$ cat config.mk
export PLATFORM = sky130hd
export DESIGN_NAME = ecc_wb_ctrl
export DESIGN_NICKNAME = d
export VERILOG_FILES = /design/src/rtl/ecc_pkg.sv /design/src/rtl/ecc_wb_ctrl.sv
export VERILOG_INCLUDE_DIRS = /design/src /design/src/rtl
export SDC_FILE = /design/constraint.sdc
export NUM_CORES = 1
export LEC_CHECK = 0
export BUFFER_PORTS_ARGS = -buffer_cell sky130_fd_sc_hd__buf_4
export CORE_AREA = 3 3 114 116
export DETAILED_ROUTE_END_ITERATION = 12
export DIE_AREA = 0 0 117 119
export HOLD_SLACK_MARGIN = 0.06
export PLACE_DENSITY = 0.74
export SYNTH_ARGS = -nofsm -noshare
export SYNTH_HDL_FRONTEND = slang
export SYNTH_SLANG_ARGS = --single-unit
$ cat constraint.sdc
create_clock -name clk -period 2.9 [get_ports clk]
set_input_delay 0.435 -clock clk [delete_from_list [all_inputs] [get_ports clk]]
set_output_delay 0.435 -clock clk [all_outputs]
set_load 0.005 [all_outputs]
$ cat src/rtl/ecc_defines.svh
// ECC memory parameters
`ifndef ECC_DEFINES_SVH
`define ECC_DEFINES_SVH

// ****************************************
// Geometry.
// ****************************************
`define ECC_MEM_AW        8
`define ECC_ADR_W         13
`define ECC_REG_SEL_BIT   12

// Register window byte offsets.
`define ECC_REG_CTRL      12'h000
`define ECC_REG_INJECT    12'h004
`define ECC_REG_SEC_CNT   12'h008
`define ECC_REG_DED_CNT   12'h00C
`define ECC_REG_LAST_ADDR 12'h010

// ****************************************
// Hamming check matrix, one data mask per check bit.
// ****************************************
`define ECC_H_ROW0 32'h56AA_AD5B
`define ECC_H_ROW1 32'h9B33_366D
`define ECC_H_ROW2 32'hE3C3_C78E
`define ECC_H_ROW3 32'h03FC_07F0
`define ECC_H_ROW4 32'h03FF_F800
`define ECC_H_ROW5 32'hFC00_0000
`define ECC_H_ROW6 32'h2DA6_5CB7

`endif

$ cat src/rtl/ecc_pkg.sv
// ECC memory types
`include "ecc_defines.svh"

package ecc_pkg;

    // Codeword as stored, positions 32..38 are the check bits.
    typedef struct packed {
        logic [6:0]  chk;
        logic [31:0] data;
    } ecc_word_t;

    // ****************************************
    // Wishbone classic.
    // ****************************************
    typedef struct packed {
        logic                  cyc;
        logic                  stb;
        logic                  we;
        logic [`ECC_ADR_W-1:0] adr;
        logic [31:0]           dat;
    } wb_req_t;

    typedef struct packed {
        logic        ack;
        logic        err;
        logic [31:0] dat;
    } wb_rsp_t;

    // ****************************************
    // Policy, injection and status.
    // ****************************************
    typedef struct packed {
        logic check_en;
        logic correct_1bit;
        logic report_1bit;
        logic report_2bit;
    } ecc_ctrl_t;

    typedef struct packed {
        logic       a_en;
        logic [5:0] a_pos;
        logic       b_en;
        logic [5:0] b_pos;
    } ecc_inject_t;

    typedef struct packed {
        logic                   valid;
        logic                   single;
        logic                   multi;
        logic [`ECC_MEM_AW-1:0] addr;
    } ecc_event_t;

endpackage

$ cat src/rtl/ecc_wb_ctrl.sv
// Wishbone slave controller
`include "ecc_defines.svh"

module ecc_wb_ctrl (
    input  logic                          clk,
    input  logic                          reset,
    input  ecc_pkg::wb_req_t              wb_req,
    output ecc_pkg::wb_rsp_t              wb_rsp,
    // Store.
    output logic [`ECC_MEM_AW-1:0]        mem_addr,
    output logic                          mem_we,
    output logic [31:0]                   mem_wdata,
    output logic                          raw_we,
    output ecc_pkg::ecc_word_t            raw_word,
    // Decoder.
    input  logic [31:0]                   dec_data,
    input  logic [6:0]                    dec_par,
    input  logic                          dec_error,
    input  logic                          dec_sec,
    input  logic                          dec_ded,
    input  logic                          dec_xcpt,
    input  logic                          dec_replay,
    input  logic                          dec_invalidate,
    // Error log.
    output ecc_pkg::ecc_event_t           rd_event,
    output logic                          reg_we,
    output logic [`ECC_REG_SEL_BIT-1:0]   reg_off,
    output logic [31:0]                   reg_wdata,
    output logic                          inject_used,
    input  logic [31:0]                   reg_rdata
);

    // Store data and decode are valid in DECIDE.
    typedef enum logic [1:0] {
        ST_IDLE,
        ST_DECIDE,
        ST_WRITEBACK,
        ST_RESPOND
    } state_t;

    state_t                 state;
    logic                   ack_q;
    logic                   err_q;
    logic [31:0]            dat_q;
    logic [`ECC_MEM_AW-1:0] adr_q;
    ecc_pkg::ecc_word_t     wb_word_q;
    logic                   start;
    logic                   reg_sel;

    assign start   = (state == ST_IDLE) && wb_req.cyc && wb_req.stb;
    assign reg_sel = wb_req.adr[`ECC_REG_SEL_BIT];

    // ****************************************
    // Store and log strobes.
    // ****************************************
    assign mem_addr    = (state == ST_IDLE) ? wb_req.adr[`ECC_MEM_AW+1:2] : adr_q;
    assign mem_we      = start && wb_req.we && !reg_sel;
    assign mem_wdata   = wb_req.dat;
    assign inject_used = mem_we;
    assign raw_we      = (state == ST_WRITEBACK);
    assign raw_word    = wb_word_q;
    assign reg_we      = start && wb_req.we && reg_sel;
    assign reg_off     = wb_req.adr[`ECC_REG_SEL_BIT-1:0];
    assign reg_wdata   = wb_req.dat;

    always_comb begin
        rd_event.valid  = (state == ST_DECIDE);
        rd_event.single = dec_sec;
        rd_event.multi  = dec_ded;
        rd_event.addr   = adr_q;
    end

    assign wb_rsp = '{ack: ack_q, err: err_q, dat: dat_q};

    // ****************************************
    // FSM.
    // ****************************************
    always_ff @(posedge clk) begin
        if (reset) begin
            state <= ST_IDLE;
            ack_q <= 1'b0;
            err_q <= 1'b0;
        end else begin
            ack_q <= 1'b0;
            err_q <= 1'b0;
            case (state)
                ST_IDLE: begin
                    if (start) begin
                        if (wb_req.we || reg_sel) begin
                            ack_q <= 1'b1;
                            state <= ST_RESPOND;
                        end else begin
                            state <= ST_DECIDE;
                        end
                    end
                end
                ST_DECIDE: begin
                    if (dec_error && dec_xcpt) begin
                        err_q <= 1'b1;
                        state <= ST_RESPOND;
                    end else if (dec_error && (dec_replay || dec_invalidate)) begin
                        state <= ST_WRITEBACK;
                    end else begin
                        ack_q <= 1'b1;
                        state <= ST_RESPOND;
                    end
                end
                ST_WRITEBACK: begin
                    ack_q <= 1'b1;
                    state <= ST_RESPOND;
                end
                default: begin
                    state <= ST_IDLE;
                end
            endcase
        end
    end

    // Response payload and write-back word.
    always_ff @(posedge clk) begin
        if (start) begin
            adr_q <= wb_req.adr[`ECC_MEM_AW+1:2];
            dat_q <= reg_sel ? reg_rdata : 32'd0;
        end
        if (state == ST_DECIDE) begin
            dat_q     <= dec_invalidate ? 32'd0 : dec_data;
            wb_word_q <= dec_invalidate ? '0 : {dec_par, dec_data};
        end
    end

endmodule

Word level (Yosys, flattened, before mapping):

Index checks and enable logic that the tools add are counted.

* register bits after elaboration: 83
* input bits: 127
* output and inout bits: 172
* word-level logic and storage cells: 40

* equal/unequal tests: 3
* mux-type cells: 16
* bitwise operators: 1
* reduce and logical (&&, ||, !) cells: 13

Operators by type and width (number)
* $mux W32: 4
* $mux W8: 1
* $logic_and A1 B1 Y1: 7
* $mux W1: 7
* $pmux W2 S3: 1
* $mux W2: 2
* $pmux W1 S3: 1
* $eq A2 B1 Y1 const B: 1
* $eq A2 B2 Y1 const B: 1
* $logic_not A2 Y1: 1
* $logic_or A1 B1 Y1: 2
* $ne A2 B2 Y1 const B: 1
* $reduce_bool A2 Y1: 1
* $reduce_or A2 Y1: 1
* $logic_not A1 Y1: 1
* $not A1 Y1: 1

Depth between registers and ports, before layout:

* depth after elaboration: 5
* gate-level depth with buffers: 7
* gate-level depth less buffers: 5

Worst setup path before layout:

OpenSTA, ideal clock, no wires.

* path kind: reg-to-reg
* from: register state[1]
* to: register dat_q[0], enable pin
* arrival: 2.289 ns
* required time: 2.525 ns
* setup slack: 0.237 ns
* cell stages (with the launch flop): 5
* buffers on the path: 1
* period minus slack after synthesis: 2.663 ns
* cells stage by stage: dfxtp_1 inv_1 ha_1 buf_2 or2_2

RTL lines
* start, declared: RTL line ecc_wb_ctrl.sv:41 `state_t state;`
* start signal, assigned: RTL line ecc_wb_ctrl.sv:80 `state <= ST_IDLE;`
* start signal, assigned: RTL line ecc_wb_ctrl.sv:91 `state <= ST_RESPOND;`
* start signal, assigned: RTL line ecc_wb_ctrl.sv:93 `state <= ST_DECIDE;`
* end signal, assigned: RTL line ecc_wb_ctrl.sv:123 `dat_q <= reg_sel ? reg_rdata : 32'd0;`
* end signal, assigned: RTL line ecc_wb_ctrl.sv:126 `dat_q <= dec_invalidate ? 32'd0 : dec_data;`
* end, declared: RTL line ecc_wb_ctrl.sv:44 `logic [31:0] dat_q;`

Final worst setup path:

* from: register state[1]
* to: output port inject_used

* cells in the longest elaborated chain, start to end: 5

Ends and longest elaborated chain
* $logic_not A2 Y1: RTL line ecc_wb_ctrl.sv:50 `assign start = (state == ST_IDLE) && wb_req.cyc && wb_req.stb;`
* $logic_and A1 B1 Y1 (2 in a row): RTL line ecc_wb_ctrl.sv:50
* $logic_and A1 B1 Y1 (2 in a row): RTL line ecc_wb_ctrl.sv:57 `assign mem_we = start && wb_req.we && !reg_sel;`
* end, declared: RTL line ecc_wb_ctrl.sv:29 `output logic inject_used,`

Every way passes these cells.

==> flow_summary.json <==
{
  "ys_async_sr_fraction_pct": 0,
  "globalplace.congestion": 0.758,
  "cp-end-kind": "output port",
  "synthCells": 287,
  "period_minus_slack_ns": 2.40,
  "fp.coreArea_um2": 12000,
  "drv_cap": 0,
  "tns_ns": 0,
  "dr_total_vias": 2559,
  "yosys_warnings": 0,
  "diodes": 0,
  "slew_headroom_pct": 67.8,
  "tightest_slew_ns": 0.483,
  "peakVddDrop_mv": 0.351,
  "hp-class": "primary input to flop",
  "hold_violations": 0,
  "drc": 0,
  "synthFlopType": "edfxtp_1",
  "synthTopCellsByCount": "buf_4 (84), edfxtp_1 (79), nor2b_1 (38)",
  "ff2ff_setup_slack_ns": 0.72,
  "worstSetupPathType": "flop to output port",
  "cts-root-buf": "clkbuf_16",
  "fin_area_um2": 5270,
  "fin_hold_ws_ns": 0.297,
  "yosys.cell_types.count": 26,
  "dr.pass1.iters": 4,
  "num_rows": 40,
  "post-cts-setup-buffers": 0,
  "track_usage_pct": 14.9,
  "yosys.area.top_type": "edfxtp_1",
  "clock_skew_ns": 0.00911,
  "fin_crit_sh_pct": 82.8,
  "antenna_found_initial": 0,
  "syn2layout_area_growth_pct": 32.8,
  "clock_path_buffers": 2,
  "postPlaceCellArea_um2": 4950,
  "antenna_left": 0,
  "cts_tree": "done",
  "die_w_um": 117,
  "mappedNetlistNets": 418,
  "clkLatencyLatePin_ns": 0.33,
  "vias_per_cell": 4.65,
  "syn_area_per_cell_um2": 13.8,
  "routed_wl_mm": 11.2,
  "cts-resized-gates": 0,
  "cts_sinks": 83,
  "critPathArrivalTime_ns": 1.97,
  "grt_max_degree": 62,
  "path_clk_slew_ns": 0.07,
  "portBuffers": 190,
  "dp_hpwl_mm": 8.53,
  "crit_path_max_fanout": 12,
  "fmax_mhz": 417,
  "first_iter_violations": 204,
  "cts_made_buffers": 9,
  "grt_pass1_wl_mm": 15.4,
  "synth-edff-count": 79,
  "synth_seq_cells": 83,
  "finish.net_count": 529,
  "r2r-start": "state[1]$_SDFFE_PP0P_",
  "grt_overflow": 0,
  "rsz0062_at_grt": "no",
  "grt_pass1_vias": 2579,
  "setup_viol": 0,
  "start_kind": "flop",
  "reg2reg_depth": 5,
  "post_route_cells_drive_above_1_share_pct": 55.6,
  "syn-cell-area_um2": 3970,
  "start_util_pct": 33.1,
  "cellLeakagePower_nw": 2.25,
  "post-synth-top-count-cell": "buf_4",
  "slew_viol_final": 0,
  "dieArea_um2": 13900,
  "whs_path_depth": 1,
  "die_h_um": 119,
  "power_density_nw_per_um2": 938,
  "io_pins": 299,
  "hold-path-endpoint": "adr_q[1]$_DFFE_PP_",
  "required_ns": 2.47,
  "outcome": "complete, no violations",
  "synth_top_area_share_pct": 59.8,
  "ys_seq_area_share_pct": 61.8,
  "htreeDepth": 3,
  "hold_buffers": 0,
  "hp-start": "wb_req[35]",
  "synth_area_leaders": "edfxtp_1 (60%), buf_4 (16%), a22o_1 (6.8%)",
  "reg2reg_to": "dat_q[27]$_DFFE_PP_",
  "wl_per_cell_um": 20.3
}
-- power breakdown --
part	internal (mW)	switching, mW	total (mW)
registers	1.90	0.133	2.04
logic	0.876	0.793	1.67
clock network	0.762	0.481	1.24
total	3.54	1.41	4.95
-- worst max path at each step --
stage	from	slack, ns	end
CTS	state[1]$_SDFFE_PP0P_	0.46	mem_we
finish	state[1]$_SDFFE_PP0P_	0.50	inject_used
floorplan	state[1]$_SDFFE_PP0P_	0.24	dat_q[0]$_DFFE_PP_
global route	state[1]$_SDFFE_PP0P_	0.29	inject_used
detailed placement	state[1]$_SDFFE_PP0P_	0.70	dat_q[12]$_DFFE_PP_
global placement	state[1]$_SDFFE_PP0P_	0.81	dat_q[29]$_DFFE_PP_
-- worst max-delay path: stages, from the launching register on --
cell	delay [ns]
dfxtp_1	0.33
inv_1	0.13
ha_1	0.46
and3_1	0.34
nand2_1	0.09
nor2_1	0.15
buf_4	0.14
-- cell families after synthesis --
kind of cell	Yosys count	synth area share (%)
AND/OR/NAND/NOR	53	8.13
multiplexers	8	2.27
flip-flops	83	61.8
AO/OA/AOI/OAI	41	8.89
adder cells (fa/ha/maj)	4	1.26
buffers and inverters	98	17.7
-- sequential cells by signal (all words and copies together), names as in the netlist --
name and cells:
dat_q 32, ack_q 1, adr_q 8, raw_word 39, err_q 1, state 2
-- stage by stage --
step                instances  power (mW)  worst slack (ns)  utilization [%]
global route              550        5.23             0.292             43.9
global placement          534        3.72             0.813             41.2
floorplan                 287        2.82             0.237                -
detailed placement        534        3.78             0.703             41.2
CTS                       550        5.04             0.455             43.9
finish                    550        4.95             0.500             43.9
-- cell usage in the layout, fill, tap and decap left out, types with 2 or more instances in the layout --
master	instances
edfxtp_1	79
and3_1	2
a22o_1	31
bufinv_16	2
dfxtp_1	4
nor2_1	3
mux2_2	8
and2b_1	2
ha_1	3
inv_1	4
nand2_1	4
o21ai_0	2
clkinvlp_4	2
buf_4	193
clkbuf_16	9
a21oi_1	2
nor2b_1	38
-- routing by layer --
layer  routed length [um]  global-route usage, %  share of wire (%)  vias to the layer above
li1                     -                      -                  -                     1172
met5                    0                      0                  0                        -
met3                 1050                   4.83                9.4                       19
met2                 6080                   27.6                 54                      166
met4                  227                   6.09                2.0                        0
met1                 3810                   14.9                 34                     1202
-- final cells by class --
| cell class | instances | area (um^2) |
|---|---|---|
| timing repair buffer | 194 | 1470 |
| tap | 147 | 184 |
| multi-input combinational | 106 | 828 |
| fill | 1109 | 6740 |
| clock inverter | 7 | 100 |
| sequential | 83 | 2450 |
| clock buffer | 9 | 225 |
| inverter | 4 | 15.0 |
Note: power is estimated with default switching activity, not from simulation.
