<file path="config.mk">
export PLATFORM = sky130hd
export DESIGN_NAME = ecc_decode32
export DESIGN_NICKNAME = d
export VERILOG_FILES = /design/src/rtl/ecc_pkg.sv /design/src/rtl/ecc_decode32.sv /design/src/rtl/ecc_encode32.sv
export VERILOG_INCLUDE_DIRS = /design/src /design/src/rtl
export SDC_FILE = /design/constraint.sdc
export NUM_CORES = 1
export LEC_CHECK = 0
export ABC_AREA = 1
export BUFFER_PORTS_ARGS = -buffer_cell sky130_fd_sc_hd__clkbuf_2
export CORE_ASPECT_RATIO = 1.75
export CORE_MARGIN = 5
export CORE_UTILIZATION = 55
export DETAILED_ROUTE_END_ITERATION = 10
export PLACE_DENSITY = 0.86
export SLEW_MARGIN = 20
export SYNTH_ARGS = -nofsm -noshare
export SYNTH_HDL_FRONTEND = slang
export SYNTH_HIERARCHICAL = 1
export SYNTH_SLANG_ARGS = --single-unit
</file>
<file path="constraint.sdc">
create_clock -name vclk -period 2
set_clock_uncertainty 0.05 [all_clocks]
set_input_delay 0 -clock vclk [all_inputs]
set_output_delay 0 -clock vclk [all_outputs]
set_load 0.01 [all_outputs]
</file>
<file path="src/rtl/ecc_defines.svh">
// ECC memory parameters
`ifndef ECC_DEFINES_SVH
`define ECC_DEFINES_SVH

// ****************************************
// Geometry.
// ****************************************
`define ECC_MEM_AW        8
`define ECC_ADR_W         13
`define ECC_REG_SEL_BIT   12

// Register window byte offsets.
`define ECC_REG_CTRL      12'h000
`define ECC_REG_INJECT    12'h004
`define ECC_REG_SEC_CNT   12'h008
`define ECC_REG_DED_CNT   12'h00C
`define ECC_REG_LAST_ADDR 12'h010

// ****************************************
// Hamming check matrix, one data mask per check bit.
// ****************************************
`define ECC_H_ROW0 32'h56AA_AD5B
`define ECC_H_ROW1 32'h9B33_366D
`define ECC_H_ROW2 32'hE3C3_C78E
`define ECC_H_ROW3 32'h03FC_07F0
`define ECC_H_ROW4 32'h03FF_F800
`define ECC_H_ROW5 32'hFC00_0000
`define ECC_H_ROW6 32'h2DA6_5CB7

`endif

</file>
<file path="src/rtl/ecc_pkg.sv">
// ECC memory types
`include "ecc_defines.svh"

package ecc_pkg;

    // Codeword as stored, positions 32..38 are the check bits.
    typedef struct packed {
        logic [6:0]  chk;
        logic [31:0] data;
    } ecc_word_t;

    // ****************************************
    // Wishbone classic.
    // ****************************************
    typedef struct packed {
        logic                  cyc;
        logic                  stb;
        logic                  we;
        logic [`ECC_ADR_W-1:0] adr;
        logic [31:0]           dat;
    } wb_req_t;

    typedef struct packed {
        logic        ack;
        logic        err;
        logic [31:0] dat;
    } wb_rsp_t;

    // ****************************************
    // Policy, injection and status.
    // ****************************************
    typedef struct packed {
        logic check_en;
        logic correct_1bit;
        logic report_1bit;
        logic report_2bit;
    } ecc_ctrl_t;

    typedef struct packed {
        logic       a_en;
        logic [5:0] a_pos;
        logic       b_en;
        logic [5:0] b_pos;
    } ecc_inject_t;

    typedef struct packed {
        logic                   valid;
        logic                   single;
        logic                   multi;
        logic [`ECC_MEM_AW-1:0] addr;
    } ecc_event_t;

endpackage

</file>
<file path="src/rtl/ecc_decode32.sv">
// SECDED decoder and policy
`include "ecc_defines.svh"

module ecc_decode32 (
    input  ecc_pkg::ecc_ctrl_t ctrl,
    input  logic [31:0]        data,
    input  logic [6:0]         parin,
    output logic [31:0]        dataout,
    output logic [6:0]         parout,
    output logic               error,
    output logic               sec,
    output logic               ded,
    output logic               xcpt,
    output logic               replay,
    output logic               invalidate
);

    localparam logic [31:0] H_ROW [7] = '{
        `ECC_H_ROW0,
        `ECC_H_ROW1,
        `ECC_H_ROW2,
        `ECC_H_ROW3,
        `ECC_H_ROW4,
        `ECC_H_ROW5,
        `ECC_H_ROW6
    };

    logic [6:0]  calc_par;
    logic [6:0]  syndrome;
    logic [31:0] data_flip;
    logic        syn_nz;
    logic        data_hit;
    logic        chk_hit;
    logic        in_table;

    // Syndrome of data bit idx.
    function automatic logic [6:0] h_column(input int idx);
        logic [6:0] col;
        for (int r = 0; r < 7; r++) begin
            col[r] = H_ROW[r][idx];
        end
        return col;
    endfunction

    ecc_encode32 u_enc (
        .data   (data),
        .parity (calc_par)
    );

    assign syndrome = parin ^ calc_par;
    assign syn_nz   = |syndrome;

    // ****************************************
    // Syndrome lookup.
    // ****************************************
    always_comb begin
        for (int i = 0; i < 32; i++) begin
            data_flip[i] = (syndrome == h_column(i));
        end
    end

    assign data_hit = |data_flip;
    // One-hot syndrome points at a check bit.
    assign chk_hit  = syn_nz && ((syndrome & (syndrome - 7'd1)) == 7'd0);
    assign in_table = data_hit | chk_hit;

    assign dataout = data ^ (data_flip & {32{ctrl.check_en}});
    assign parout  = parin ^ ((chk_hit && ctrl.check_en) ? syndrome : 7'd0);

    // ****************************************
    // Status and policy.
    // ****************************************
    assign error      = ctrl.check_en & syn_nz;
    assign sec        = ctrl.check_en & in_table;
    assign ded        = ctrl.check_en & syn_nz & ~in_table;
    assign xcpt       = (sec & ctrl.report_1bit) | (ded & ctrl.report_2bit);
    assign replay     = sec & ctrl.correct_1bit & ~xcpt;
    assign invalidate = ded & ~ctrl.report_2bit;

endmodule

</file>
<file path="src/rtl/ecc_encode32.sv">
// SECDED check bit generator
`include "ecc_defines.svh"

module ecc_encode32 (
    input  logic [31:0] data,
    output logic [6:0]  parity
);

    localparam logic [31:0] H_ROW [7] = '{
        `ECC_H_ROW0,
        `ECC_H_ROW1,
        `ECC_H_ROW2,
        `ECC_H_ROW3,
        `ECC_H_ROW4,
        `ECC_H_ROW5,
        `ECC_H_ROW6
    };

    // Each check bit covers the data bits of its matrix row.
    always_comb begin
        for (int i = 0; i < 7; i++) begin
            parity[i] = ^(data & H_ROW[i]);
        end
    end

endmodule

</file>
==> results_dict.tcl, run 1 <==
set metrics [dict create \
    firstError "[ERROR DPL-0038] Utilization greater than 100%, impossible to legalize" \
    yosysSeqAreaShare 0 \
    avgSynthCellArea_um2 4.67 \
    row_count 34 \
    ios 88 \
    postCtsHoldBufs 0 \
    synth_area_mm2 0.00277 \
    post-cts-setup-buffers 31 \
    synth_nets 636 \
    initial_core_util 0.561 \
    die_y_um 104 \
    portBuffers 88 \
    gp_congestion 0.977 \
    hpwlAfterDp_um 9220 \
    lastStage "4_1_cts" \
    status "did not finish" \
    synthCells 593 \
    die_x_um 63.6 \
    ctsResizeCount 251 \
    synth.distinct_cells 23 \
    yosysWarnings 6 \
]
[per-stage QoR]
stage / setup slack [ns] / TNS [ns] / cells / instance area, um2 / utilization
global placement: -0.585 / -14.75 / 817 / 3910 / 0.792
floorplan: 0.0302 / 0 / 593 / 2770 / -
detailed placement: -0.662 / -17.41 / 817 / 3910 / 0.792
[cells in the mapped netlist (all sizes together)]
cell	instances	area (um2)
nand4	3	18.8
nand3	47	253
nand2	327	1330
nand3b	2	15.0
xnor2	14	130
buf	6	28.8
clkinv	1	5.00
xor2	42	368
nor2	72	315
inv	70	263
a31oi	1	6.26
o21ai	8	40.0
[kinds of logic after synthesis]
logic type / share of synthesized area
XOR/XNOR: 0.180
AND/OR/NAND/NOR: 0.696
AO/OA/AOI/OAI: 0.0167
buffers and inverters: 0.107
==> run 2, diff against run 1 <==
--- a/config.mk
+++ b/config.mk
@@ -8,11 +8,10 @@
 export LEC_CHECK = 0
 export ABC_AREA = 1
 export BUFFER_PORTS_ARGS = -buffer_cell sky130_fd_sc_hd__clkbuf_2
-export CORE_ASPECT_RATIO = 1.75
 export CORE_MARGIN = 5
-export CORE_UTILIZATION = 55
+export CORE_UTILIZATION = 40
 export DETAILED_ROUTE_END_ITERATION = 10
-export PLACE_DENSITY = 0.86
+export PLACE_DENSITY_LB_ADDON = 0.15
 export SLEW_MARGIN = 20
 export SYNTH_ARGS = -nofsm -noshare
 export SYNTH_HDL_FRONTEND = slang
==> run 2 against run 1 <==
  * The flow now finishes, with violations (setup timing)
  * Synthesized area unchanged
  * Synthesized cell count unchanged
==> results_dict.tcl, run 2 <==
set metrics [dict create \
    status "finished with violations" \
    violations "setup timing" \
    die_x_um 93.2 \
    initial_core_util 0.410 \
    gp_congestion 1.02 \
    yosysTopAreaCellShare 0.407 \
    yosysTopAreaCell "nand2_1" \
    ios 88 \
    fin_cells 869 \
    crit_buf_inv 4 \
    layout_setup_ws_ns -0.706 \
    yosysSeqAreaShare 0 \
    row_count 30 \
    final-setup-viol-count 45 \
    cp_slowest_stage_delay_ns 0.22 \
    layout_common_cells "nand2_1, nand2_2, buf_4" \
    postCtsHoldBufs 0 \
    post-place-ws_ns -0.606 \
    finalHoldViolCount 0 \
    synthTopCellsByArea "nand2_1, xor2_1, nor2_1" \
    area_growth_pct 104 \
    ant_nets 0 \
    die-area_mm2 0.00868 \
    grt_pass1_vias 4149 \
    post-route-cell-area_mm2 0.00565 \
    startpoint_type "input port" \
    drv_cap 0 \
    dr.first_iter.drc_count 319 \
    avgSynthCellArea_um2 4.67 \
    drt_pass1_iterations 6 \
    synth-simple-area-share 0.696 \
    synth_nets 636 \
    grt_overflow 0 \
    slew-limit-headroom 0.199 \
    fin_crit_sh 1.35 \
    post-route-min-period_ns 2.71 \
    final_common_cell "nand2_1" \
    synth.distinct_cells 23 \
    synth_compound_area_frac 0.0167 \
    fmax_ghz 0.370 \
    path_cells "clkbuf_4, inv_1, nand2_1, nand2_1, nand3_1, nand2_1, nand2_1, nand2_1, nand3_1, nand2_1, inv_2, nand2_1, nand2_4, nand2_4, nor2_4, nand2_2, nand2_1, nor2_1, nand2_1, nor2_1, nand4_1, nand2_2, nor2_2, buf_2" \
    nNetsFinal 834 \
    drv_slew 0 \
    hpwlAfterDp_um 8400 \
    die_y_um 93.2 \
    cpLargestDelayFamily "simple AND/OR/NAND/NOR gates" \
    core_mm2 0.00676 \
    antenna_found_initial 0 \
    wl_um 15000 \
    design.seq.count 0 \
    critPathMaxFanout 7 \
    synthAdderAreaFrac 0 \
    grt_max_degree 19 \
    yosysMostFrequentCell "nand2_1" \
    power_leakage_uw 0.00321 \
    synth_top_family_by_area "simple AND/OR/NAND/NOR gates" \
    worstSetupPathType "input port to output pin" \
    drive_above_1_share 0.594 \
    fill_cells 395 \
    required_ns 1.95 \
    ir_drop_v 0.000217 \
    synth_mux_area_frac 0 \
    yosysWarnings 6 \
    track_usage 0.256 \
    vias 4812 \
    holdWs_ns 0.214 \
    detail_route.wl_per_cell_um 17.3 \
    critPathCaptureType "output pin" \
    synth_area_mm2 0.00277 \
    nClkBuffers 0 \
    placed_area_mm2 0.00390 \
    synth-xor-area-share 0.180 \
    rsz0062_at_grt "true" \
    synth_common_cells "nand2_1, nor2_1, inv_1, nand3_1, xor2_1" \
    ff_latch_area_um2 0 \
    portBuffers 88 \
    synthCells 593 \
    worstHoldPathType "input port to output pin" \
    n_antenna_cell 0 \
    drc 0 \
    arrival_ns 2.66 \
    viasPerCell 5.54 \
    worst_slew_pin_slew_ns 1.19 \
    crit_top_cell "nand2_1" \
    slowest_stage "nor2_1" \
    grt_pass1_wl_um 18300 \
    powerDensity_mw_per_mm2 415 \
    dp.cells 838 \
]
run 2: worst paths after layout:
| kind | endpoint | depth (start not counted) | start | slack (ns) |
|---|---|---|---|---|
| max | replay | 24 | data[6] | -0.71 |
| min | invalidate | 3 | ctrl[0] | 0.21 |
run 2: area by class of cell:
class / count / area, um2 / area share
inverter: 71 / 294 / 0.0520
timing repair buffer: 202 / 1650 / 0.292
multi-input combinational: 516 / 3600 / 0.638
tap: 80 / 100 / 0.0177
run 2: through the flow:
| step | TNS (ns) | power, uW | utilization |
|---|---|---|---|
| after floorplan | 0 | 880 | - |
| after global placement | -14.58 | 1340 | 0.578 |
| after detailed placement | -18.61 | 1360 | 0.578 |
| after CTS | -6.53 | 1790 | 0.724 |
| after global routing | -23.45 | 2470 | 0.836 |
| final | -18.91 | 2350 | 0.836 |
run 2: cell families (layout without fill, tap and decap cells):
kind of cell,Yosys count,in the layout
compound gates,9,9
xor+xnor,56,56
buf+inv,77,273
simple gates,451,451
run 2: power breakdown:
part / switching (uW) / total (uW) / internal, uW
sequential: 0 / 0 / 0
clock: 0 / 0 / 0
combinational: 1450 / 2350 / 895
run 2: tightest hold or removal path, stage by stage:
cell and delay (ns):
clkbuf_2 0.10, nor2_1 0.05, clkbuf_2 0.12
run 2: timing repair:
action	4_1_cts	5_1_grt
pin swaps	129	93
setup endpoints to repair	45	45
setup buffers	20	19
gates resized for setup	236	197
run 2: routing by layer:
metal | vias to the layer above | track usage | part of all wire
met4 | 0 | 0.0769 | 0.080
li1 | 2184 | - | -
met5 | - | 0 | 0
met3 | 120 | 0.0169 | 0.077
met1 | 2185 | 0.283 | 0.34
met2 | 323 | 0.513 | 0.51
No activity file was read; power rests on OpenSTA's default activity.
==> run 3, diff against run 2 <==
--- a/config.mk
+++ b/config.mk
@@ -9,7 +9,7 @@
 export ABC_AREA = 1
 export BUFFER_PORTS_ARGS = -buffer_cell sky130_fd_sc_hd__clkbuf_2
 export CORE_MARGIN = 5
-export CORE_UTILIZATION = 40
+export CORE_UTILIZATION = 49
 export DETAILED_ROUTE_END_ITERATION = 10
 export PLACE_DENSITY_LB_ADDON = 0.15
 export SLEW_MARGIN = 20
==> run 3 against run 2 <==
  * The run now fails in 5_1_grt
  * Synthesized cell count unchanged
  * Synthesized area is the same
==> results_dict.tcl, run 3 <==
set metrics [dict create \
    status "did not finish" \
    lastStage "5_1_grt" \
    firstError "[ERROR DPL-0038] Utilization greater than 100%, impossible to legalize" \
    initial_core_util 0.503 \
    yosysMostFrequentCell "nand2_1" \
    synth_nets 636 \
    die_y_um 85.2 \
    yosysWarnings 6 \
    portBuffers 88 \
    yosysTopAreaCell "nand2_1" \
    yosysTopAreaCellShare 0.407 \
    postCtsHoldBufs 0 \
    synthTopCellsByArea "nand2_1, xor2_1, nor2_1" \
    synth.distinct_cells 23 \
    yosysSeqAreaShare 0 \
    gp_congestion 0.947 \
    die_x_um 85.2 \
    hpwlAfterDp_um 8360 \
    crit_endpoint "replay" \
    synth_common_cells "nand2_1, nor2_1, inv_1, nand3_1, xor2_1" \
    synth_area_mm2 0.00277 \
    ios 88 \
    grt_max_degree 19 \
    row_count 27 \
    worst-ep-kind "top-level output" \
    synthCells 593 \
    placed_area_mm2 0.00388 \
    avgSynthCellArea_um2 4.67 \
]
## run 3: cell counts after synthesis
Identical to the previous run, type by type.
## run 3: kinds of logic after synthesis
| kind of cell | Yosys count | share of synthesized area |
|---|---|---|
| compound gates | 9 | 0.0167 |
| xor+xnor | 56 | 0.180 |
| buf+inv | 77 | 0.107 |
| simple gates | 451 | 0.696 |
## run 3: per-stage QoR
step                utilization  instances  hold slack, ns  worst slack [ns]
global placement          0.704        828           0.196            -0.591
detailed placement        0.704        828           0.192            -0.586
floorplan                     -        593        -0.00247            0.0302
CTS                       0.870        839           0.187            -0.306
## run 3: timing repair
item	in CTS
pin swaps	107
buffers inserted	13
hold endpoints to repair	0
endpoints found under the setup margin	45
resized for setup	213
