==> src/rtl/ecc_defines.svh <==
// ECC memory parameters
`ifndef ECC_DEFINES_SVH
`define ECC_DEFINES_SVH

// ****************************************
// Geometry.
// ****************************************
`define ECC_MEM_AW        8
`define ECC_ADR_W         13
`define ECC_REG_SEL_BIT   12

// Register window byte offsets.
`define ECC_REG_CTRL      12'h000
`define ECC_REG_INJECT    12'h004
`define ECC_REG_SEC_CNT   12'h008
`define ECC_REG_DED_CNT   12'h00C
`define ECC_REG_LAST_ADDR 12'h010

// ****************************************
// Hamming check matrix, one data mask per check bit.
// ****************************************
`define ECC_H_ROW0 32'h56AA_AD5B
`define ECC_H_ROW1 32'h9B33_366D
`define ECC_H_ROW2 32'hE3C3_C78E
`define ECC_H_ROW3 32'h03FC_07F0
`define ECC_H_ROW4 32'h03FF_F800
`define ECC_H_ROW5 32'hFC00_0000
`define ECC_H_ROW6 32'h2DA6_5CB7

`endif

==> src/rtl/ecc_pkg.sv <==
// ECC memory types
`include "ecc_defines.svh"

package ecc_pkg;

    // Codeword as stored, positions 32..38 are the check bits.
    typedef struct packed {
        logic [6:0]  chk;
        logic [31:0] data;
    } ecc_word_t;

    // ****************************************
    // Wishbone classic.
    // ****************************************
    typedef struct packed {
        logic                  cyc;
        logic                  stb;
        logic                  we;
        logic [`ECC_ADR_W-1:0] adr;
        logic [31:0]           dat;
    } wb_req_t;

    typedef struct packed {
        logic        ack;
        logic        err;
        logic [31:0] dat;
    } wb_rsp_t;

    // ****************************************
    // Policy, injection and status.
    // ****************************************
    typedef struct packed {
        logic check_en;
        logic correct_1bit;
        logic report_1bit;
        logic report_2bit;
    } ecc_ctrl_t;

    typedef struct packed {
        logic       a_en;
        logic [5:0] a_pos;
        logic       b_en;
        logic [5:0] b_pos;
    } ecc_inject_t;

    typedef struct packed {
        logic                   valid;
        logic                   single;
        logic                   multi;
        logic [`ECC_MEM_AW-1:0] addr;
    } ecc_event_t;

endpackage

==> src/rtl/ecc_error_log.sv <==
// ECC control and error log registers
`include "ecc_defines.svh"

module ecc_error_log (
    input  logic                          clk,
    input  logic                          reset,
    input  ecc_pkg::ecc_event_t           rd_event,
    input  logic                          reg_we,
    input  logic [`ECC_REG_SEL_BIT-1:0]   reg_off,
    input  logic [31:0]                   reg_wdata,
    input  logic                          inject_used,
    output logic [31:0]                   reg_rdata,
    output ecc_pkg::ecc_ctrl_t            ctrl,
    output ecc_pkg::ecc_inject_t          inject
);

    logic [31:0]            sec_cnt;
    logic [31:0]            ded_cnt;
    logic [`ECC_MEM_AW-1:0] last_addr;
    logic                   wr_ctrl;
    logic                   wr_inject;
    logic                   wr_sec;
    logic                   wr_ded;

    assign wr_ctrl   = reg_we && (reg_off == `ECC_REG_CTRL);
    assign wr_inject = reg_we && (reg_off == `ECC_REG_INJECT);
    assign wr_sec    = reg_we && (reg_off == `ECC_REG_SEC_CNT);
    assign wr_ded    = reg_we && (reg_off == `ECC_REG_DED_CNT);

    always_ff @(posedge clk) begin
        if (reset) begin
            ctrl      <= '0;
            inject    <= '0;
            sec_cnt   <= '0;
            ded_cnt   <= '0;
            last_addr <= '0;
        end else begin
            if (wr_ctrl) begin
                ctrl <= reg_wdata[$bits(ecc_pkg::ecc_ctrl_t)-1:0];
            end
            // Injection is one-shot.
            if (inject_used) begin
                inject <= '0;
            end else if (wr_inject) begin
                inject <= reg_wdata[$bits(ecc_pkg::ecc_inject_t)-1:0];
            end
            // Counters saturate, any write clears.
            if (wr_sec) begin
                sec_cnt <= '0;
            end else if (rd_event.valid && rd_event.single && (sec_cnt != '1)) begin
                sec_cnt <= sec_cnt + 32'd1;
            end
            if (wr_ded) begin
                ded_cnt <= '0;
            end else if (rd_event.valid && rd_event.multi && (ded_cnt != '1)) begin
                ded_cnt <= ded_cnt + 32'd1;
            end
            if (rd_event.valid && (rd_event.single || rd_event.multi)) begin
                last_addr <= rd_event.addr;
            end
        end
    end

    always_comb begin
        case (reg_off)
            `ECC_REG_CTRL:      reg_rdata = {28'd0, ctrl};
            `ECC_REG_INJECT:    reg_rdata = {18'd0, inject};
            `ECC_REG_SEC_CNT:   reg_rdata = sec_cnt;
            `ECC_REG_DED_CNT:   reg_rdata = ded_cnt;
            `ECC_REG_LAST_ADDR: reg_rdata = {{(32-`ECC_MEM_AW){1'b0}}, last_addr};
            default:            reg_rdata = 32'd0;
        endcase
    end

endmodule

==> config.mk <==
export PLATFORM = sky130hd
export DESIGN_NAME = ecc_error_log
export DESIGN_NICKNAME = d
export VERILOG_FILES = /design/src/rtl/ecc_pkg.sv /design/src/rtl/ecc_error_log.sv
export VERILOG_INCLUDE_DIRS = /design/src /design/src/rtl
export SDC_FILE = /design/constraint.sdc
export NUM_CORES = 1
export LEC_CHECK = 0
export BUFFER_PORTS_ARGS = -buffer_cell sky130_fd_sc_hd__buf_4
export CORE_ASPECT_RATIO = 0.7
export CORE_UTILIZATION = 30
export CTS_CLUSTER_DIAMETER = 100
export DETAILED_ROUTE_END_ITERATION = 8
export SYNTH_ARGS = -nofsm -noshare
export SYNTH_HDL_FRONTEND = slang
export SYNTH_SLANG_ARGS = --single-unit
==> constraint.sdc <==
create_clock -name clk -period 2.63 [get_ports clk]
set_input_delay 0.1315 -clock clk [delete_from_list [all_inputs] [get_ports clk]]
set_output_delay 0.1315 -clock clk [all_outputs]
set_load 0.01 [all_outputs]
-- After elaboration in Yosys (flattened, before gate mapping)
Cells that the tools add are included.
- memories kept: 0
- latch bits: 0
- register bits: 90
- input bits: 59
- memory bits (read-only): 0
- bits in writable memories: 0
- reductions and logical operators: 14
- bitwise operators: 0
- add/subtract/negate cells: 2
- multiply operators: 0
- equality and inequality tests: 6
- order comparisons: 0
- muxes and demuxes: 1
- shift operators: 0
- div/mod/pow operators: 0
- operators by type and width (kind ; count):
    $pmux 32 s5 ; 1
    $add 32x1->32 const B ; 2
    $ne 32x32->1 const B ; 2
    $eq 12x4->1 const B ; 2
    $eq 12x3->1 const B ; 1
    $eq 12x5->1 const B ; 1
    $logic_not 12->1 ; 1
    $logic_and 1x1->1 ; 9
    $reduce_or 2->1 ; 3
    $logic_or 1x1->1 ; 1

-- Depth between registers and ports, before layout
Gate-level depths: netlist (run 1).
- word-level depth: 3
- depth in mapped cells: 8
- gate-level depth less buffers: 6

-- Worst setup path before layout (run 1)
No wires, ideal clock.
- path type: flip-flop to flip-flop
- start point: register sec_cnt[0]
- end point: register sec_cnt[26]
- library setup time: 70 ps
- stages on the path, launching flop included: 8
- path slack: 688 ps
- arrival time: 1873 ps
- path through: dfxtp_1 -> ha_1 -> and4_1 -> nand4_4 -> or4_1 -> buf_2 -> or3_1 -> a21oi_1
- cells in the longest elaborated chain, start to end: 2
- RTL lines (element ; line ; text):
    start, declared ; ecc_error_log.sv:17 ; logic [31:0] sec_cnt;
    start signal, assigned ; ecc_error_log.sv:51 ; sec_cnt <= sec_cnt + 32'd1;
    parallel branches: the longest is 2 deep, another holds $add 32x1->32 ; -- ;
Parallel ways; which one is timed is not known.
A chain may end at the register's enable or synchronous reset.

-- Worst setup path after layout (run 1)
- start point: input reg_off[11]
- end point: output reg_rdata[7]
- cells in the longest elaborated chain, start to end: 2
- RTL lines (element ; line ; text):
    start, declared ; ecc_error_log.sv:9 ; input logic [`ECC_REG_SEL_BIT-1:0] reg_off,
    $eq 12x5->1 (tied with other cells) ; ecc_error_log.sv:65 ; case (reg_off)
    $pmux 32 s5 * ; ecc_error_log.sv:65 ;
    end, declared ; ecc_error_log.sv:12 ; output logic [31:0] reg_rdata,
Every way passes the cells marked *; elsewhere a longest branch is shown, timed or not.

==> results of run 1 <==
-- report_power, final --
part	total (mW)	switching, mW	internal [mW]
combinational	0.167	0.0914	0.0757
sequential	1.38	0.00870	1.37
clock	1.23	0.580	0.647
total	2.78	0.680	2.10
-- kinds of logic after synthesis --
logic type	Yosys count
simple gates	277
compound gates	104
flops	90
mux	62
buf+inv	36
xor+xnor	22
fa+ha+maj	2
-- stage by stage --
step | instance area (sq um) | hold WS (ns) | utilization [%] | total power, mW | instances
finish | 6260 | 0.0119 | 38.2 | 2.78 | 909
global placement | 5980 | 0.361 | 36.5 | 1.58 | 893
global route | 6260 | 0.00342 | 38.2 | 2.88 | 909
CTS | 6260 | 0.000874 | 38.2 | 2.80 | 909
floorplan | 5050 | 0.275 | - | 1.50 | 593
detailed placement | 5980 | 0.367 | 36.5 | 1.58 | 893
-- worst max path at each step --
stage | to | cells after the start | slack [ns] | from
floorplan | sec_cnt[26] | 7 | 0.69 | sec_cnt[0]
global placement | reg_rdata[7] | 7 | 0.26 | reg_off[11]
detailed placement | reg_rdata[7] | 7 | 0.25 | reg_off[11]
CTS | reg_rdata[7] | 7 | 0.25 | reg_off[11]
global route | ded_cnt[3] | 6 | 0.13 | ded_cnt[18]
finish | reg_rdata[7] | 7 | 0.27 | reg_off[11]
-- cell usage after synthesis, drive strengths merged, types with 11 or more instances --
cell type / count / share of area [%]
mux2i: 56 / 11
o21ai: 24 / 2.4
buf: 20 / 2.5
or3: 24 / 3.1
a21oi: 28 / 2.8
and3: 13 / 1.7
or4: 19 / 3.0
nand4: 20 / 3.1
nand3: 25 / 2.6
xnor2: 19 / 3.3
clkbuf: 14 / 1.1
nand2: 42 / 3.1
and4: 11 / 1.9
dfxtp: 90 / 36
nor2: 87 / 6.5
nor4: 15 / 2.6
-- final cells by class --
class | count | area [sq um] | area share, %
Clock buffer | 9 | 225 | 3.59
Clock inverter | 7 | 55.1 | 0.879
Inverter | 2 | 7.51 | 0.120
Multi-Input combinational cell | 467 | 3060 | 48.9
Sequential cell | 90 | 1800 | 28.8
Tap cell | 225 | 282 | 4.49
Timing Repair Buffer | 109 | 831 | 13.3
-- metal layers --
metal / vias up / track usage, % / part of all wire [%]
li1: 2381 / - / -
met1: 2308 / 26.9 / 51
met2: 166 / 26.0 / 41
met3: 11 / 5.14 / 7.7
met4: 0 / 3.62 / 0.70
met5: - / 0 / 0
-- worst register-to-register path, stage by stage, from the launching register on --
cell and delay, ns:
dfxtp_1 0.41, ha_1 0.29, and3_2 0.26, nand3_1 0.16
a311o_1 0.42, or4_1 0.49, a21oi_1 0.14
-- registers in the layout, summed over array words and instances (netlist names) --
name,count
ded_cnt,32
sec_cnt,32
inject,14
last_addr,8
ctrl,4
==> impl_results.md, run 1 <==
- Worst Skew: 0.00687 ns
- Post-route setup TNS: 0 ns
- Delay-heaviest family, CP: simple AND/OR/NAND/NOR gates
- LEAKAGE: about 2.5 nW
- Initial antenna violation count: 0
- Die H: around 110 microns
- Final Hold Viols: 0
- Adder-Cell Fraction of Synth Area: 0.495%
- Fin worst setup slack: 0.267 ns
- CP max stage delay: 0.60 ns
- Fmax: between 400 and 500 MHz
- Routed WL: 15400 microns
- Total CTS buffers: 9
- Share of layout cells above drive strength 1: 22.2%
- Routed via count: 4866
- Worst r2r src: ded_cnt[0]
- Pin count of the biggest net entering global routing: 33
- Detail Route Antenna Nets: 0
- VDD IR-drop max: 0.279 mV
- WL/cell: 17.0 microns
- Critical path cell sequence: buf_4, or4_4, or4_4, nor3b_4, a22oi_1, o21ai_1, buf_4
- HP Class: primary input to flop
- Post-synthesis xor/xnor area fraction: 3.81%
- Worst slew margin: 46.4%
- Post-DP HPWL: between 10000 and 15000 microns
- TritonRoute pass-1 iters: 5
- Crit path buffers/inverters: 2
- First-pass GRT wire length: approximately 25000 microns
- Clock transition at path regs: 0.07 ns
- Syn Nets: 654
- Fin crit share: 89.9%
- Pwr Density: 443 nW/um^2
- Final Critical Period: 2.36 ns
- Most used DFF post-synth: dfxtp_1
- Area grow syn2layout: 24.0%
- Max-slew violation count: 0
- Gr ovfl total: 0
- Max cap viols: 0
- Worst Max-Slew Pin Slew: 0.801 ns
- Setup Fix Bufs, Post-CTS: 0
- Most common cell after layout, fill and taps aside: buf_4
- Post-synthesis mux area share: 12.4%
- Die width: between 150 and 200 microns
- Rows: 39
- Root buffer cell: clkbuf_16
- Residual DRC: 0
- Setup CP Type: primary input to output port
- Synth Warn #: 0
- Starting Density: a little over 30%
- Crit path DAT: 2.23 ns
- Max Buffers Root-to-Sink: 2
- Critical path endpoint category: output port
- Place WS: 0.255 ns
- Filler cells: 1704
- Initial DRC count: 299
- Setup slack, reg-to-reg: 0.39 ns
- Synth Instances: roughly 590
- Min-delay src: rd_event[3]
- EDFF count, synth: 0
- Hold EP: last_addr[3]
- Synth Area in Simple Gates: just over 30%
- Worst EP required: 2.50 ns
- Register area share after synthesis: 35.7%
- Synth unique cells: 61
- Core ar.: approximately 16000 sq um
- Most frequent cells in the layout: buf_4, dfxtp_1, nor2_1, mux2i_1, nand2_1
- Nets: 740
- # diodes: 0
- Clock latency on the worst-skew pair: 0.35 ns
- Number of port buffers: 90
- Synthesized area: 5050 sq um
- Worst hold stages: 3
- Vias per cell: 5.35
- Mean Syn Cell Area: ~8.5 sq um
- Async S/R FF share, synth: 0%
- Die ar.: 17400 sq um
- Final setup viols: 0
- Critical Path Slowest Stage Cell: or4_4
- Final GP Congestion: 0.865
- RR Endpoint: ded_cnt[28]
- I/O Pins: about 110
- #FFs+latches synth: 90
- Synth Area in Compound Gates: 13.2%
- Worst-path maximum fanout: 11
- Total GRT Usage: 18.2%
- Vias in the first global route: 4591
- Main combinational cell family by area after synthesis: simple AND/OR/NAND/NOR gates
- RSZ-0062 raised after global routing: no
- CP Launch Type: primary input
- Clock Sinks: 90
- Post-CTS resize count: 0
- Hold buffers post-CTS: 0
- Status: complete, no violations
- Htree depth: 3
- CTS tree: built
- Reg2Reg Depth: 6
No activity file was read; power rests on OpenSTA's default activity.
==> run 2, diff against run 1 <==
--- a/config.mk
+++ b/config.mk
@@ -7,7 +7,7 @@
 export NUM_CORES = 1
 export LEC_CHECK = 0
 export BUFFER_PORTS_ARGS = -buffer_cell sky130_fd_sc_hd__buf_4
-export CORE_ASPECT_RATIO = 0.7
+export CORE_ASPECT_RATIO = 1.75
 export CORE_UTILIZATION = 30
 export CTS_CLUSTER_DIAMETER = 100
 export DETAILED_ROUTE_END_ITERATION = 8
==> run 2 against run 1 <==
Net effect:
- wire length increased by 1.7%
- cell count unchanged
- sequential cell count did not move
==> impl_results.md, run 2 (synthesized netlist as in run 1, its figures left out) <==
- Initial antenna violation count: 0 (unchanged)
- Pin count of the biggest net entering global routing: 33 (unchanged)
- Critical path endpoint category: output port
- Vias per cell: 5.41 (+1.2%)
- Max-slew violation count: 0 (unchanged)
- Part of the power in registers: 46.0% (-3.8 points)
- Clock Power Share: 48.4% (+4.2 points)
- End point of the critical path: reg_rdata[7]
- Most frequent cells in the layout: buf_4, dfxtp_1, nor2_1, mux2i_1, nand2_1
- Core ar.: 16400 sq um (+0.31%)
- Reg2Reg Depth: 6 (unchanged)
- Routed via count: 4922 (+1.2%)
- Post-route setup TNS: 0 ns (unchanged)
- # diodes: 0 (unchanged)
- Detail Route Antenna Nets: 0 (unchanged)
- Share of layout cells above drive strength 1: 22.2% (-0.032 points)
- Pwr Density: 474 nW/um^2 (+6.9%)
- Worst r2r src: ded_cnt[18]
- Fin worst setup slack: 0.244 ns (-0.0222 ns)
- VDD IR-drop max: 0.302 mV (+8.5%)
- Initial DRC count: 219 (-27%)
- Comb pwr share: 5.5% (-0.5 points)
- RR Endpoint: ded_cnt[7]
- Residual DRC: 0 (unchanged)
- Gr ovfl total: 0 (unchanged)
- Setup Fix Bufs, Post-CTS: 0 (unchanged)
- Worst slew margin: 50.9% (+4.5 points)
- Fin crit share: 90.7% (+0.84 points)
- Total CTS buffers: 9 (unchanged)
- Hold buffers post-CTS: 0 (unchanged)
- Area grow syn2layout: 25.6%
- Switch Pwr: 0.630 mW (-7.3%)
- Post-CTS resize count: 0 (unchanged)
- Clock Sinks: 90 (unchanged)
- Place WS: 0.271 ns (+0.0159 ns)
- TritonRoute pass-1 iters: 5 (unchanged)
- Total GRT Usage: 18.4% (+0.21 points)
- Routed WL: 15700 microns (+1.7%)
- Post-DP HPWL: 11900 microns (+4.7%)
- Die H: 174 microns (+57%)
- CP Launch Type: primary input
- M1 GR Usage: 21.3% (-5.7 points)
- First-pass GRT wire length: 24900 microns (+1.3%)
- Rows: 62 (+59%)
- Worst-path maximum fanout: 11 (unchanged)
- Final Critical Period: 2.39 ns (+0.0222 ns)
- Setup slack, reg-to-reg: 0.36 ns (-0.03 ns)
- Crit path DAT: 2.25 ns (+0.02 ns)
- Worst Skew: 0.00567 ns (-0.00121 ns)
- Clock transition at path regs: 0.06 ns (about the same)
- Final Hold Viols: 0 (unchanged)
- Worst Max-Slew Pin Slew: 0.733 ns (-0.0675 ns)
- Int Pwr: 2.37 mW (+13%)
- Die ar.: 17400 sq um (about the same)
- HP Class: primary input to flop
- Max cap viols: 0 (unchanged)
- Placed Area: 6010 sq um (+0.44%)
- Most common cell after layout, fill and taps aside: buf_4
- I/O Pins: 109 (unchanged)
- Final GP Congestion: 0.822 (-4.9%)
- Tot Pwr: 3.00 mW (+8.2%)
- Placed Cells: 894 (+0.11%)
- Starting Density: 30.7% (-0.094 points)
- Final core occ: 38.6% (+0.36 points)
- Die width: 100 microns (-36%)
- Setup CP Type: primary input to output port
- Largest regs: ded_cnt (32), sec_cnt (32), inject (14)
- Final instance area: 6340 sq um (+1.3%)
- Nets: 742 (+0.27%)
- Number of port buffers: 90 (unchanged)
- LEAKAGE: 2.50 nW (+1.8%)
- Hold slack: 0.0182 ns (+0.00632 ns)
- Busiest grt layer: met2
- Worst EP required: 2.50 ns (about the same)
- CTS tree: built
- WL/cell: 17.2 microns (+1.7%)
- Clock latency on the worst-skew pair: 0.34 ns (about the same)
- Root buffer cell: clkbuf_16
- Crit path launch: reg_off[11]
- Fmax: 419 MHz (-0.93%)
- Final setup viols: 0 (unchanged)
- Max Buffers Root-to-Sink: 2 (unchanged)
- Switch share: 21.0% (-3.5 points)
- Htree depth: 3 (unchanged)
- M2 GR Usage: 33.0% (+7.0 points)
- Met3 Use GR: 2.26% (-2.9 points)
- Vias in the first global route: 4619 (+0.61%)
- Status: complete, no violations
- RSZ-0062 raised after global routing: no
- Finished Layout Cells: 909 (unchanged)
run 2: power by group through the flow:
stage          combinational [mW]  clock, mW  sequential [mW]
3_3_place_gp                0.165          0             1.41
6_report                    0.166       1.45             1.38
2_1_floorplan              0.0913          0             1.41
3_5_place_dp                0.166          0             1.41
4_1_cts                     0.167       1.49             1.38
5_1_grt                     0.179       1.55             1.38
run 2: area by class of cell:
| type | instances | area (sq um) |
|---|---|---|
| clock buffer | 10 | 229 |
| clock inverter | 5 | 104 |
| fill | 1759 | 10100 |
| inverter | 2 | 7.51 |
| multi-input combinational | 467 | 3060 |
| sequential | 90 | 1800 |
| tap | 224 | 280 |
| timing repair buffer | 111 | 858 |
run 2: routing by layer:
layer | share of wire (%) | vias to the layer above
met4 | 3.8 | 0
met1 | 40 | 2393
met2 | 53 | 116
met3 | 2.8 | 33
li1 | - | 2380
met5 | 0 | -
run 2: worst min-delay path by stage:
stage / endpoint / slack (ns) / cells after the start / startpoint
6_report: inject[6] / 0.02 / 3 / reg_wdata[6]
5_1_grt: last_addr[7] / 0.02 / 3 / rd_event[7]
4_1_cts: inject[13] / 0.01 / 3 / reg_wdata[13]
3_5_place_dp: inject[13] / 0.37 / 3 / reg_wdata[13]
3_3_place_gp: last_addr[7] / 0.36 / 3 / rd_event[7]
2_1_floorplan: ctrl[0] / 0.28 / 2 / reg_wdata[0]
run 2: critical path, cell delays in order:
cell and delay (ns):
buf_4 0.11, or4_4 0.58, or4_4 0.61, nor3b_4 0.42, a22oi_1 0.16, o21ai_1 0.11
buf_4 0.14
==> run 3, diff against run 2 <==
--- a/config.mk
+++ b/config.mk
@@ -6,11 +6,11 @@
 export SDC_FILE = /design/constraint.sdc
 export NUM_CORES = 1
 export LEC_CHECK = 0
-export BUFFER_PORTS_ARGS = -buffer_cell sky130_fd_sc_hd__buf_4
 export CORE_ASPECT_RATIO = 1.75
 export CORE_UTILIZATION = 30
 export CTS_CLUSTER_DIAMETER = 100
 export DETAILED_ROUTE_END_ITERATION = 8
+export DONT_BUFFER_PORTS = 1
 export SYNTH_ARGS = -nofsm -noshare
 export SYNTH_HDL_FRONTEND = slang
 export SYNTH_SLANG_ARGS = --single-unit
==> run 3 against run 2 <==
Net effect:
- wire length is 1.2% lower
- global-route usage shrank 0.21 points
- critical path depth fell by 2
- design area fell by 8.7%
- combinational power fell by 29%
- utilization is 3.3 points lower
- hold slack better by 0.028 ns
- first-iteration DRC count is 0.91% lower
- clock power down 13%
- sequential cell count is the same
- fmax increased by 3.0%
- critical endpoint is now ded_cnt[15]
==> impl_results.md, run 3 (synthesized netlist as in run 1, its figures left out) <==
- Total GRT Usage: 18.2% (-0.21 points)
- Setup slack, reg-to-reg: 0.31 ns (-0.05 ns)
- I/O Pins: 109 (unchanged)
- Worst Skew: 0.0113 ns (+0.00566 ns)
- Reg2Reg Depth: 5 (-1)
- Finished Layout Cells: 838 (-7.8%)
- Worst EP required: 2.86 ns (+0.36 ns)
- Starting Density: 30.7% (unchanged)
- Worst Max-Slew Pin Slew: 1.06 ns (+0.323 ns)
- Die ar.: 17400 sq um (unchanged)
- Area grow syn2layout: 14.7%
- Most frequent cells in the layout: dfxtp_1, nor2_1, mux2i_1, nand2_1, a21oi_1
- M2 GR Usage: 31.8% (-1.2 points)
- TritonRoute pass-1 iters: 5 (unchanged)
- CTS tree: built
- Most common cell after layout, fill and taps aside: dfxtp_1
- Final Hold Viols: 0 (unchanged)
- Max-slew violation count: 0 (unchanged)
- Root buffer cell: clkbuf_16
- Post-DP HPWL: 11700 microns (-1.9%)
- Vias in the first global route: 4572 (-1.0%)
- HP Class: primary input to flop
- Htree depth: 3 (unchanged)
- Post-CTS resize count: 0 (unchanged)
- Pin count of the biggest net entering global routing: 44 (+33%)
- WL/cell: 18.5 microns (+7.2%)
- # diodes: 0 (unchanged)
- Hold EP: ded_cnt[2]
- Filler cells: 1724 (-2.0%)
- RSZ-0062 raised after global routing: no
- Critical Path Slowest Stage Cell: or4_1
- Fmax: 432 MHz (+3.0%)
- Pwr Density: 476 nW/um^2 (+0.52%)
- Die H: 174 microns (unchanged)
- Share of layout cells above drive strength 1: 9.61% (-13 points)
- Final GP Congestion: 0.887 (+7.9%)
- Largest regs: ded_cnt (32), sec_cnt (32), inject (14)
- Residual DRC: 0 (unchanged)
- RR Endpoint: ded_cnt[15]
- Final setup viols: 0 (unchanged)
- Hold buffers post-CTS: 23 (+23)
- Min-delay src: rd_event[8]
- Gr ovfl total: 0 (unchanged)
- Final Critical Period: 2.32 ns (-0.0690 ns)
- Worst hold stages: 3 (unchanged)
- Post-route setup TNS: 0 ns (unchanged)
- Max cap viols: 0 (unchanged)
- Rows: 62 (unchanged)
- Vias per cell: 5.61 (+3.5%)
- Initial DRC count: 217 (-0.91%)
- Met3 Use GR: 3.39% (+1.1 points)
- Clock Sinks: 90 (unchanged)
- Worst slew margin: 29.1% (-22 points)
- CP max stage delay: 0.71 ns (+0.10 ns)
- Setup CP Type: flop to flop
- Critical path cell sequence: nand4_1, or4_1, o21ai_0, or3_1, a21oi_1
- Detail Route Antenna Nets: 0 (unchanged)
- Routed WL: 15500 microns (-1.2%)
- Max Buffers Root-to-Sink: 2 (unchanged)
- Die width: 100 microns (unchanged)
- Nets: 670 (-9.7%)
- Clock transition at path regs: 0.07 ns (about the same)
- Clock latency on the worst-skew pair: 0.35 ns (about the same)
- Multi-input gate area: 3060 sq um (unchanged)
- LEAKAGE: 2.08 nW (-17%)
- CP Launch Type: flop
- Number of port buffers: 0 (-100%)
- Setup Fix Bufs, Post-CTS: 0 (unchanged)
- Placed Cells: 799 (-11%)
- Core ar.: 16400 sq um (unchanged)
- First-pass GRT wire length: 24500 microns (-1.4%)
- Worst-path maximum fanout: 7 (-4)
- M1 GR Usage: 19.1% (-2.2 points)
- Critical path endpoint category: flop
- Routed via count: 4698 (-4.6%)
- Total CTS buffers: 9 (unchanged)
- VDD IR-drop max: 0.214 mV (-29%)
- Crit path DAT: 2.55 ns (+0.30 ns)
- Status: complete, no violations
- Initial antenna violation count: 0 (unchanged)
- Register area: 1800 sq um (unchanged)
- Busiest grt layer: met2
- Worst r2r src: ded_cnt[18]
- Fin crit share: 88.1% (-2.6 points)
run 3: area by class of cell:
cell class / instances / share of cell area [%]
Sequential cell: 90 / 31.1
Tap cell: 224 / 4.84
Multi-Input combinational cell: 467 / 52.9
Timing Repair Buffer: 39 / 6.05
Clock buffer: 11 / 4.36
Inverter: 2 / 0.130
Clock inverter: 5 / 0.648
run 3: power breakdown:
part / leakage (nW) / switching, mW / internal, mW
registers: 0.726 / 0.00868 / 1.37
logic: 1.21 / 0.0594 / 0.0581
clock network: 0.138 / 0.563 / 0.696
total: 2.08 / 0.631 / 2.13
run 3: per-stage QoR:
| step | setup slack [ns] | util, % | hold WS, ns | total power, mW | cell area, sq um |
|---|---|---|---|---|---|
| after detailed placement | 0.317 | 32.1 | 0.208 | 1.50 | 5270 |
| final | 0.314 | 35.2 | 0.0459 | 2.76 | 5790 |
| after CTS | 0.299 | 35.2 | 0.0465 | 2.78 | 5790 |
| after global routing | 0.123 | 35.2 | 0.0885 | 2.85 | 5790 |
| after floorplan | 0.688 | - | 0.275 | 1.50 | 5050 |
| after global placement | 0.363 | 32.1 | 0.206 | 1.49 | 5270 |
run 3: critical path: cells and delay by family (launching register included):
family / cells / cell delay [ns]
flip-flops: 1 / 0.44
AND/OR/NAND/NOR: 3 / 1.19
AO/OA/AOI/OAI: 2 / 0.57
run 3: worst max-delay path by stage:
stage                     start           to  slack [ns]  depth (start not counted)
finish              ded_cnt[18]  ded_cnt[15]        0.31                          5
global route        ded_cnt[18]  ded_cnt[15]        0.12                          5
CTS                 ded_cnt[18]  ded_cnt[15]        0.30                          5
detailed placement  ded_cnt[18]  ded_cnt[15]        0.32                          5
global placement    ded_cnt[18]  ded_cnt[17]        0.36                          5
floorplan            sec_cnt[0]  sec_cnt[26]        0.69                          7
run 3: layer usage:
layer / share of wire [%] / vias up
li1: - / 2233
met1: 37 / 2289
met2: 52 / 125
met3: 4.3 / 51
met4: 6.7 / 0
met5: 0 / -
